`src/verilog/snake_cfg.svh`:
```
`ifndef SNAKE_CFG_SVH
`define SNAKE_CFG_SVH

// Grid step and square size
`define CELL            10

// Playing field border
`define BORDER_LO       20
`define BORDER_RIGHT    620
`define BORDER_BOTTOM   460

// Head clamp limits
`define HEAD_MIN        10
`define HEAD_MAX_X      620
`define HEAD_MAX_Y      460

// Start positions
`define HEAD_START_X    300
`define HEAD_START_Y    300
`define APPLE_START_X   200
`define APPLE_START_Y   100

// Unused segments sit off screen
`define PARKED          700
`define MAX_LEN         32

// Apple locator counter range, in cells
`define RAND_X_MIN      2
`define RAND_X_MAX      60
`define RAND_X_STEP     2
`define RAND_Y_MIN      2
`define RAND_Y_MAX      42

`endif

```
`src/verilog/gamePkg.sv`:
```
package gamePkg;

    // Screen coordinate of a grid square corner
    typedef logic [9:0] coordT;

    // Direction of motion
    typedef enum logic [1:0] {
        dirUp,
        dirDown,
        dirLeft,
        dirRight
    } dirT;

    // Snake length, head included
    typedef logic [5:0] lenT;

endpackage

```
`src/verilog/videoPkg.sv`:
```
package videoPkg;

    // One 4-bit color channel level
    typedef logic [3:0] colorT;

    // Horizontal or vertical scan position
    typedef logic [9:0] scanT;

endpackage
```
`src/verilog/appleLocator.sv`:
```
`include "snake_cfg.svh"

module appleLocator import gamePkg::*; (
    input  logic  clkVGA,
    input  logic  reset,
    output coordT randX,
    output coordT randY
);

    localparam coordT   CellW = coordT'(`CELL);
    localparam logic [6:0] XMin  = 7'(`RAND_X_MIN);
    localparam logic [6:0] XMax  = 7'(`RAND_X_MAX);
    localparam logic [6:0] XStep = 7'(`RAND_X_STEP);
    localparam logic [5:0] YMin  = 6'(`RAND_Y_MIN);
    localparam logic [5:0] YMax  = 6'(`RAND_Y_MAX);
    localparam coordT FieldLo    = coordT'(`BORDER_LO);
    localparam coordT FieldRight = coordT'(`BORDER_RIGHT);

    logic [6:0] cntX;
    logic [5:0] cntY;

    // Different periods, so the pair wanders over the field
    always_ff @(posedge clkVGA) begin
        if (reset) begin
            cntX <= XMin;
            cntY <= YMin;
        end else begin
            cntX <= (cntX >= XMax) ? XMin : cntX + XStep;
            cntY <= (cntY >= YMax) ? YMin : cntY + 6'd1;
        end
    end

    assign randX = coordT'(cntX) * CellW;
    assign randY = coordT'(cntY) * CellW;

    // Whole apple square between the left and right border
    xInField: assert property (@(posedge clkVGA) disable iff (reset)
        (randX >= FieldLo) && (randX + CellW <= FieldRight))
        else $error("apple x out of field: %0d", randX);

endmodule

```
`src/verilog/bodyStore.sv`:
```
`include "snake_cfg.svh"

module bodyStore import gamePkg::*; (
    input  logic  clkVGA,
    input  logic  reset,
    input  logic  moveTick,
    input  coordT headX,
    input  coordT headY,
    input  lenT   length,
    output coordT segX [1:`MAX_LEN-1],
    output coordT segY [1:`MAX_LEN-1],
    output logic  bodyHit
);

    localparam coordT Parked = coordT'(`PARKED);

    // Segment i follows segment i-1, segment 0 being the head
    always_ff @(posedge clkVGA) begin
        if (reset) begin
            for (int i = 1; i < `MAX_LEN; i++) begin
                segX[i] <= Parked;
                segY[i] <= Parked;
            end
        end else if (moveTick) begin
            if (length > lenT'(1)) begin
                segX[1] <= headX;
                segY[1] <= headY;
            end
            for (int i = 2; i < `MAX_LEN; i++) begin
                if (length > lenT'(i)) begin
                    segX[i] <= segX[i-1];
                    segY[i] <= segY[i-1];
                end
            end
        end
    end

    // Parked segments lie beyond the head clamp and never match
    always_comb begin
        bodyHit = 1'b0;
        for (int i = 1; i < `MAX_LEN; i++) begin
            bodyHit |= (headX == segX[i]) && (headY == segY[i]);
        end
    end

    ////////////////////////////////
    // Inactive segments stay put
    ////////////////////////////////

    for (genvar g = 1; g < `MAX_LEN; g++) begin : gIdle
        idleStable: assert property (@(posedge clkVGA) disable iff (reset)
            (moveTick && length <= lenT'(g)) |=> ($stable(segX[g]) && $stable(segY[g])))
            else $error("segment %0d moved while inactive", g);
    end

endmodule

```
`src/verilog/pixelRenderer.sv`:
```
`include "snake_cfg.svh"

module pixelRenderer import gamePkg::*; import videoPkg::*; (
    input  logic  clkVGA,
    input  logic  reset,
    input  scanT  hCount,
    input  scanT  vCount,
    input  logic  videoValid,
    input  coordT headX,
    input  coordT headY,
    input  coordT appleX,
    input  coordT appleY,
    input  coordT segX [1:`MAX_LEN-1],
    input  coordT segY [1:`MAX_LEN-1],
    input  logic  gameOver,
    output colorT vgaRed,
    output colorT vgaGreen,
    output colorT vgaBlue
);

    localparam coordT CellW        = coordT'(`CELL);
    localparam scanT  BorderLo     = scanT'(`BORDER_LO);
    localparam scanT  BorderRight  = scanT'(`BORDER_RIGHT);
    localparam scanT  BorderBottom = scanT'(`BORDER_BOTTOM);
    localparam colorT Full         = colorT'(15);

    logic bodyAny;
    logic borderFlag;
    logic appleFlag;
    logic headFlag;
    logic bodyFlag;
    logic validQ;

    // Position inside a square starting at corner
    function automatic logic inCell(input scanT pos, input coordT corner);
        return (pos >= corner) && (pos < corner + CellW);
    endfunction

    always_comb begin
        bodyAny = 1'b0;
        for (int i = 1; i < `MAX_LEN; i++) begin
            bodyAny |= inCell(hCount, segX[i]) && inCell(vCount, segY[i]);
        end
    end

    ////////////////////////////////
    // Stage one: hit flags
    ////////////////////////////////

    always_ff @(posedge clkVGA) begin
        borderFlag <= (hCount < BorderLo) || (hCount > BorderRight) ||
                      (vCount < BorderLo) || (vCount > BorderBottom);
        appleFlag  <= inCell(hCount, appleX) && inCell(vCount, appleY);
        headFlag   <= inCell(hCount, headX) && inCell(vCount, headY);
        bodyFlag   <= bodyAny;
    end

    always_ff @(posedge clkVGA) begin
        if (reset) begin
            validQ <= 1'b0;
        end else begin
            validQ <= videoValid;
        end
    end

    ////////////////////////////////
    // Stage two: colors
    ////////////////////////////////

    always_ff @(posedge clkVGA) begin
        if (reset || !validQ) begin
            vgaRed   <= '0;
            vgaGreen <= '0;
            vgaBlue  <= '0;
        end else begin
            vgaBlue  <= (borderFlag && !gameOver) ? Full : '0;
            // Whole field turns red on game over
            vgaRed   <= ((appleFlag && !borderFlag) || gameOver) ? Full : '0;
            vgaGreen <= ((headFlag || bodyFlag) && !gameOver) ? Full : '0;
        end
    end

endmodule

```
`src/verilog/snakeEngine.sv`:
```
`include "snake_cfg.svh"

module snakeEngine import gamePkg::*; (
    input  logic  clkVGA,
    input  logic  reset,
    input  logic  moveTick,
    input  logic  keyUp,
    input  logic  keyDown,
    input  logic  keyLeft,
    input  logic  keyRight,
    input  logic  bodyHit,
    input  coordT randX,
    input  coordT randY,
    output coordT headX,
    output coordT headY,
    output coordT appleX,
    output coordT appleY,
    output lenT   length,
    output logic  consume,
    output logic  gameOver
);

    localparam coordT CellW        = coordT'(`CELL);
    localparam coordT HeadMin      = coordT'(`HEAD_MIN);
    localparam coordT HeadMaxX     = coordT'(`HEAD_MAX_X);
    localparam coordT HeadMaxY     = coordT'(`HEAD_MAX_Y);
    localparam coordT BorderLo     = coordT'(`BORDER_LO);
    localparam coordT BorderRight  = coordT'(`BORDER_RIGHT);
    localparam coordT BorderBottom = coordT'(`BORDER_BOTTOM);
    localparam lenT   MaxLen       = lenT'(`MAX_LEN);

    dirT  dir;
    dirT  keyDir;
    logic keyValid;
    logic appleHit;
    logic borderOut;

    function automatic dirT opposite(input dirT d);
        dirT o;
        case (d)
            dirUp:   o = dirDown;
            dirDown: o = dirUp;
            dirLeft: o = dirRight;
            default: o = dirLeft;
        endcase
        return o;
    endfunction

    ////////////////////////////////
    // Steering
    ////////////////////////////////

    // Only a single pressed key counts
    always_comb begin
        keyValid = 1'b1;
        keyDir   = dirUp;
        case ({keyUp, keyDown, keyLeft, keyRight})
            4'b1000: keyDir = dirUp;
            4'b0100: keyDir = dirDown;
            4'b0010: keyDir = dirLeft;
            4'b0001: keyDir = dirRight;
            default: keyValid = 1'b0;
        endcase
    end

    // No reversal once there is a body behind the head
    always_ff @(posedge clkVGA) begin
        if (reset) begin
            dir <= dirUp;
        end else if (keyValid && (keyDir != opposite(dir) || length == lenT'(1))) begin
            dir <= keyDir;
        end
    end

    ////////////////////////////////
    // Head motion
    ////////////////////////////////

    always_ff @(posedge clkVGA) begin
        if (reset) begin
            headX <= coordT'(`HEAD_START_X);
            headY <= coordT'(`HEAD_START_Y);
        end else if (moveTick) begin
            case (dir)
                dirUp:   headY <= (headY <= HeadMin) ? HeadMin : headY - CellW;
                dirDown: headY <= (headY >= HeadMaxY) ? HeadMaxY : headY + CellW;
                dirLeft: headX <= (headX <= HeadMin) ? HeadMin : headX - CellW;
                default: headX <= (headX >= HeadMaxX) ? HeadMaxX : headX + CellW;
            endcase
        end
    end

    // Both on the grid, so equal corners mean overlap
    assign appleHit = (headX == appleX) && (headY == appleY);

    always_ff @(posedge clkVGA) begin
        if (reset) begin
            appleX  <= coordT'(`APPLE_START_X);
            appleY  <= coordT'(`APPLE_START_Y);
            length  <= lenT'(1);
            consume <= 1'b0;
        end else begin
            consume <= moveTick && appleHit;
            if (moveTick && appleHit) begin
                appleX <= randX;
                appleY <= randY;
                if (length < MaxLen) begin
                    length <= length + lenT'(1);
                end
            end
        end
    end

    ////////////////////////////////
    // Game over
    ////////////////////////////////

    assign borderOut = (headX < BorderLo) || (headX + CellW > BorderRight) ||
                       (headY < BorderLo) || (headY + CellW > BorderBottom);

    // Sticky until reset
    always_ff @(posedge clkVGA) begin
        if (reset) begin
            gameOver <= 1'b0;
        end else if (borderOut || bodyHit) begin
            gameOver <= 1'b1;
        end
    end

    consumeSingle: assert property (@(posedge clkVGA) disable iff (reset)
        consume |=> !consume)
        else $error("consume held high for two cycles");

    lengthBound: assert property (@(posedge clkVGA) disable iff (reset)
        length <= MaxLen)
        else $error("length %0d above limit", length);

endmodule

```
`src/verilog/snakeTop.sv`:
```
`include "snake_cfg.svh"

module snakeTop import gamePkg::*; import videoPkg::*; (
    input  logic  clkVGA,
    input  logic  reset,
    input  logic  moveTick,
    input  logic  keyUp,
    input  logic  keyDown,
    input  logic  keyLeft,
    input  logic  keyRight,
    input  scanT  hCount,
    input  scanT  vCount,
    input  logic  videoValid,
    output colorT vgaRed,
    output colorT vgaGreen,
    output colorT vgaBlue,
    output logic  consume,
    output lenT   length
);

    coordT randX;
    coordT randY;
    coordT headX;
    coordT headY;
    coordT appleX;
    coordT appleY;
    coordT segX [1:`MAX_LEN-1];
    coordT segY [1:`MAX_LEN-1];
    logic  bodyHit;
    logic  gameOver;

    appleLocator locator (
        .clkVGA(clkVGA), .reset(reset), .randX(randX), .randY(randY)
    );

    snakeEngine engine (
        .clkVGA(clkVGA), .reset(reset), .moveTick(moveTick),
        .keyUp(keyUp), .keyDown(keyDown), .keyLeft(keyLeft), .keyRight(keyRight),
        .bodyHit(bodyHit), .randX(randX), .randY(randY),
        .headX(headX), .headY(headY), .appleX(appleX), .appleY(appleY),
        .length(length), .consume(consume), .gameOver(gameOver)
    );

    bodyStore body (
        .clkVGA(clkVGA), .reset(reset), .moveTick(moveTick),
        .headX(headX), .headY(headY), .length(length),
        .segX(segX), .segY(segY), .bodyHit(bodyHit)
    );

    pixelRenderer renderer (
        .clkVGA(clkVGA), .reset(reset),
        .hCount(hCount), .vCount(vCount), .videoValid(videoValid),
        .headX(headX), .headY(headY), .appleX(appleX), .appleY(appleY),
        .segX(segX), .segY(segY), .gameOver(gameOver),
        .vgaRed(vgaRed), .vgaGreen(vgaGreen), .vgaBlue(vgaBlue)
    );

endmodule

```
`config.mk`:
```
export PLATFORM = sky130hd
export DESIGN_NAME = snakeTop
export DESIGN_NICKNAME = d
export VERILOG_FILES = /design/src/verilog/gamePkg.sv /design/src/verilog/videoPkg.sv /design/src/verilog/appleLocator.sv /design/src/verilog/bodyStore.sv /design/src/verilog/pixelRenderer.sv /design/src/verilog/snakeEngine.sv /design/src/verilog/snakeTop.sv
export VERILOG_INCLUDE_DIRS = /design/src /design/src/verilog
export SDC_FILE = /design/constraint.sdc
export NUM_CORES = 2
export LEC_CHECK = 0
export BUFFER_PORTS_ARGS = -buffer_cell sky130_fd_sc_hd__buf_2
export CORE_MARGIN = 2
export CORE_UTILIZATION = 53
export DETAILED_ROUTE_END_ITERATION = 12
export HOLD_SLACK_MARGIN = 0.1
export PLACE_DENSITY = 0.72
export SLEW_MARGIN = 20
export SYNTH_ARGS = -nofsm -noshare
export SYNTH_HDL_FRONTEND = slang
export SYNTH_SLANG_ARGS = --single-unit
```
`constraint.sdc`:
```
create_clock -name clkVGA -period 5.27 [get_ports clkVGA]
set_clock_uncertainty 0.05 [all_clocks]
set_input_delay 1.581 -clock clkVGA [delete_from_list [all_inputs] [get_ports clkVGA]]
set_output_delay 1.581 -clock clkVGA [all_outputs]
set_load 0.02 [all_outputs]
```
==> flow_metrics.env <==
export IMPL_vias=58710
export IMPL_worst_slew_margin_rel_pct=25.31
export IMPL_yosysWarnings=0
export IMPL_grt_max_degree=148
export IMPL_crit_top_cell="a2111oi_0"
export IMPL_grt_use_total_pct=37.07
export IMPL_place_hpwl_um=167900
export IMPL_crit_arrival_ns=5.00
export IMPL_syn_to_final_growth_pct=8.611
export IMPL_setup_tns_ns=0
export IMPL_synth_largest_area_cell="ha_1"
export IMPL_drc=0
export IMPL_overflow=0
export IMPL_hold_depth=1
export IMPL_die_height_um=348.4
export IMPL_start_kind="primary input"
export IMPL_ys_async_sr_fraction_pct=0
export IMPL_reg2reg_depth=14
export IMPL_cts_made_buffers=81
export IMPL_synth_area_top_cells="ha_1 (25%), dfxtp_1 (20%), xnor2_1 (12%)"
export IMPL_synth_top_family_by_area="adder cells"
export IMPL_synth_nets=9092
export IMPL_syn_area_mm2=0.06286
export IMPL_critical_path_peak_fanout=8
export IMPL_cap_violations=0
export IMPL_path_clk_slew_ns=0.06
export IMPL_fp_dieW_um=348.4
export IMPL_slew_viol_final=0
export IMPL_ys_types=72
export IMPL_max_freq_mhz=222.2
export IMPL_cp_cell_sequence="buf_4, ha_1, a2111oi_0, o21ai_0, o22ai_1, a2111oi_0, nand4_1, o211ai_1, a2111oi_0, buf_4, o2111ai_1, or4_1"
export IMPL_die_area_mm2=0.1214
export IMPL_cts_setup_buffers=0
export IMPL_finalHoldViolations=0
export IMPL_fin_nets=9025
export IMPL_setup_viol=0
export IMPL_cpPeakStageDelay_ns=0.52
export IMPL_critPathCaptureType="flop"
export IMPL_finalCriticalPeriod_ns=4.501
export IMPL_criticalPathCategory="primary input to flop"
export IMPL_wl_per_cell_um=24.62
export IMPL_required_ns=5.77
export IMPL_netlist_area_leader_share_pct=25.44
export IMPL_row_count=126
export IMPL_drtIter0Drc=5814
export IMPL_synth_simple_area_share_pct=14.06
export IMPL_synth_seq_cells=623
export IMPL_status="finished, final reports clean"
export IMPL_drive_gt1_share_pct=5.129
export IMPL_synth_cells=7784
export IMPL_core_area_mm2=0.1179
export IMPL_clockBufferDepth=3
export IMPL_cp_slowest_cell="or4_1"
export IMPL_grt_pass1_wl_um=348600
export IMPL_p_leak_uw=0.03066
export IMPL_ioPinCount=47
export IMPL_avgSynthCellArea_um2=8.075
export IMPL_min_period_over_period_pct=85.41
export IMPL_clock_latency_ns=0.69
export IMPL_synth_edf_count=0
export IMPL_cts_resized=0
export IMPL_synth_seq_area_share_pct=19.84
export IMPL_grt_antenna_before_repair=12
export IMPL_synth_compound_area_share_pct=18.74
export IMPL_via_per_inst=6.300
export IMPL_synth_xor_xnor_area_share_pct=14.70
export IMPL_gp_congestion=0.9977
export IMPL_ant_nets=0
export IMPL_cts_root_buf="clkbuf_16"
export IMPL_synthAdderAreaFrac_pct=25.50
export IMPL_muxShareOfSynthArea_pct=0.6210
export IMPL_hold_path_class="flop to flop"
export IMPL_ir_drop_mv=0.2321
export IMPL_cts_tree="done"
export IMPL_synth_main_ff_cell="dfxtp_1"
export IMPL_initial_core_util_pct=53.30
export IMPL_clock_sinks=623
export IMPL_portBuffers=46
export IMPL_holdBufCountCts=0
export IMPL_worst_slew_pin_transition_ns=1.120
export IMPL_dr_pass1_iters=7
export IMPL_fin_hold_ws_ns=0.4318
export IMPL_rsz0062_at_grt="no"
export IMPL_wl_um=229400
export IMPL_first_global_vias=56310
export IMPL_p_per_area_mw_per_mm2=189.3
export IMPL_h_tree_depth=3
-- metrics by stage --
step	cells	area, um2	setup WS (ns)	total power (uW)	util, %
after floorplan	7784	62860	1.411	6001	-
after global placement	9170	65430	0.1937	6873	55.49
after detailed placement	9170	65430	0.3047	6917	55.49
after CTS	9316	68240	0.9753	12870	57.87
after global routing	9316	68260	0.6773	13290	57.89
final	9319	68270	0.7691	12920	57.89
-- cell usage in the layout, fill, tap and decap left out, types with 27 or more instances in the layout --
master,Yosys,final
a2111oi_0,48,48
a211oi_1,92,92
a21o_1,62,62
a21oi_1,488,484
buf_12,0,31
buf_2,33,27
buf_4,9,164
clkbuf_16,0,85
dfxtp_1,623,605
ha_1,1278,1278
inv_1,699,699
mux2i_1,39,39
nand2_1,793,793
nand2b_1,83,83
nand3_1,76,76
nand4_1,194,194
nor2_1,307,306
nor2b_1,41,41
nor3_1,192,192
nor3b_1,32,32
nor4_1,70,69
o2111ai_1,109,109
o211ai_1,428,428
o21a_1,59,59
o21ai_0,387,386
or3_1,37,37
xnor2_1,832,832
xor2_1,223,223
-- routing by layer --
| layer | share of wire, % | GRT usage (%) |
|---|---|---|
| met1 | 43 | 50.26 |
| met3 | 9.3 | 6.987 |
| met2 | 42 | 56.68 |
| met5 | 0.041 | 0 |
| met4 | 5.2 | 17.21 |
-- kinds of logic (layout without fill, tap and decap cells) --
kind of cell / count (synthesis) / after routing
adders and majority gates: 1280 / 1280
muxes: 39 / 39
other: 1 / 4
DFF: 623 / 623
xor gates and xnor gates: 1055 / 1055
buffers and inverters: 1073 / 1069
and+or+nand+nor: 1887 / 1887
AOI/OAI and AO/OA: 1826 / 1826
-- area by class of cell --
cell class,count,area [um2]
fillers,10920,49650
multi-input cells,6088,46350
flip-flops and latches,623,12540
inverters,700,2635
clock buffers,108,2344
repair buffers,223,2002
well taps,1536,1922
clock inverters,38,466.7
diodes,3,7.507
-- cell usage after synthesis (59+ instances only) --
| library cell | n |
|---|---|
| nand2_1 | 793 |
| a21o_1 | 62 |
| nand4_1 | 194 |
| a211oi_1 | 92 |
| xnor2_1 | 832 |
| nor4_1 | 70 |
| o211ai_1 | 428 |
| nand3_1 | 76 |
| nand2b_1 | 83 |
| clkbuf_1 | 287 |
| a21oi_1 | 488 |
| o2111ai_1 | 109 |
| ha_1 | 1278 |
| nor2_1 | 307 |
| inv_1 | 699 |
| xor2_1 | 223 |
| o21a_1 | 59 |
| dfxtp_1 | 623 |
| o21ai_0 | 387 |
| nor3_1 | 192 |
-- flip-flops by register name, indices dropped and copies added (netlist names), 2 cells and up --
register,cells
body.segX,279
body.segY,279
engine.appleY,9
engine.headX,9
engine.headY,9
engine.appleX,8
engine.length,6
locator.cntX,6
locator.cntY,6
engine.dir,2
-- worst max-delay path: cells and delay by family --
family / cells / cell delay [ns]
compound gates: 7 / 1.79
fa+ha+maj: 1 / 0.31
buf+inv: 2 / 0.48
simple gates: 2 / 0.82
-- where the power goes --
group,switching (uW),internal [uW],total [uW]
sequential,158,4730,4890
clock,2430,3600,6040
combinational,1260,740,2000
-- path summary, 6_finish.rpt --
kind,start,endpoint,slack [ns]
hold / removal,locator.cntX[1],locator.cntX[1],0.43
hold reg to reg,locator.cntX[1],locator.cntX[1],0.43
setup reg to reg,body.segY[284],renderer.bodyFlag,1.23
setup / recovery,hCount[9],renderer.bodyFlag,0.77
(Power assumes the default switching activity.)
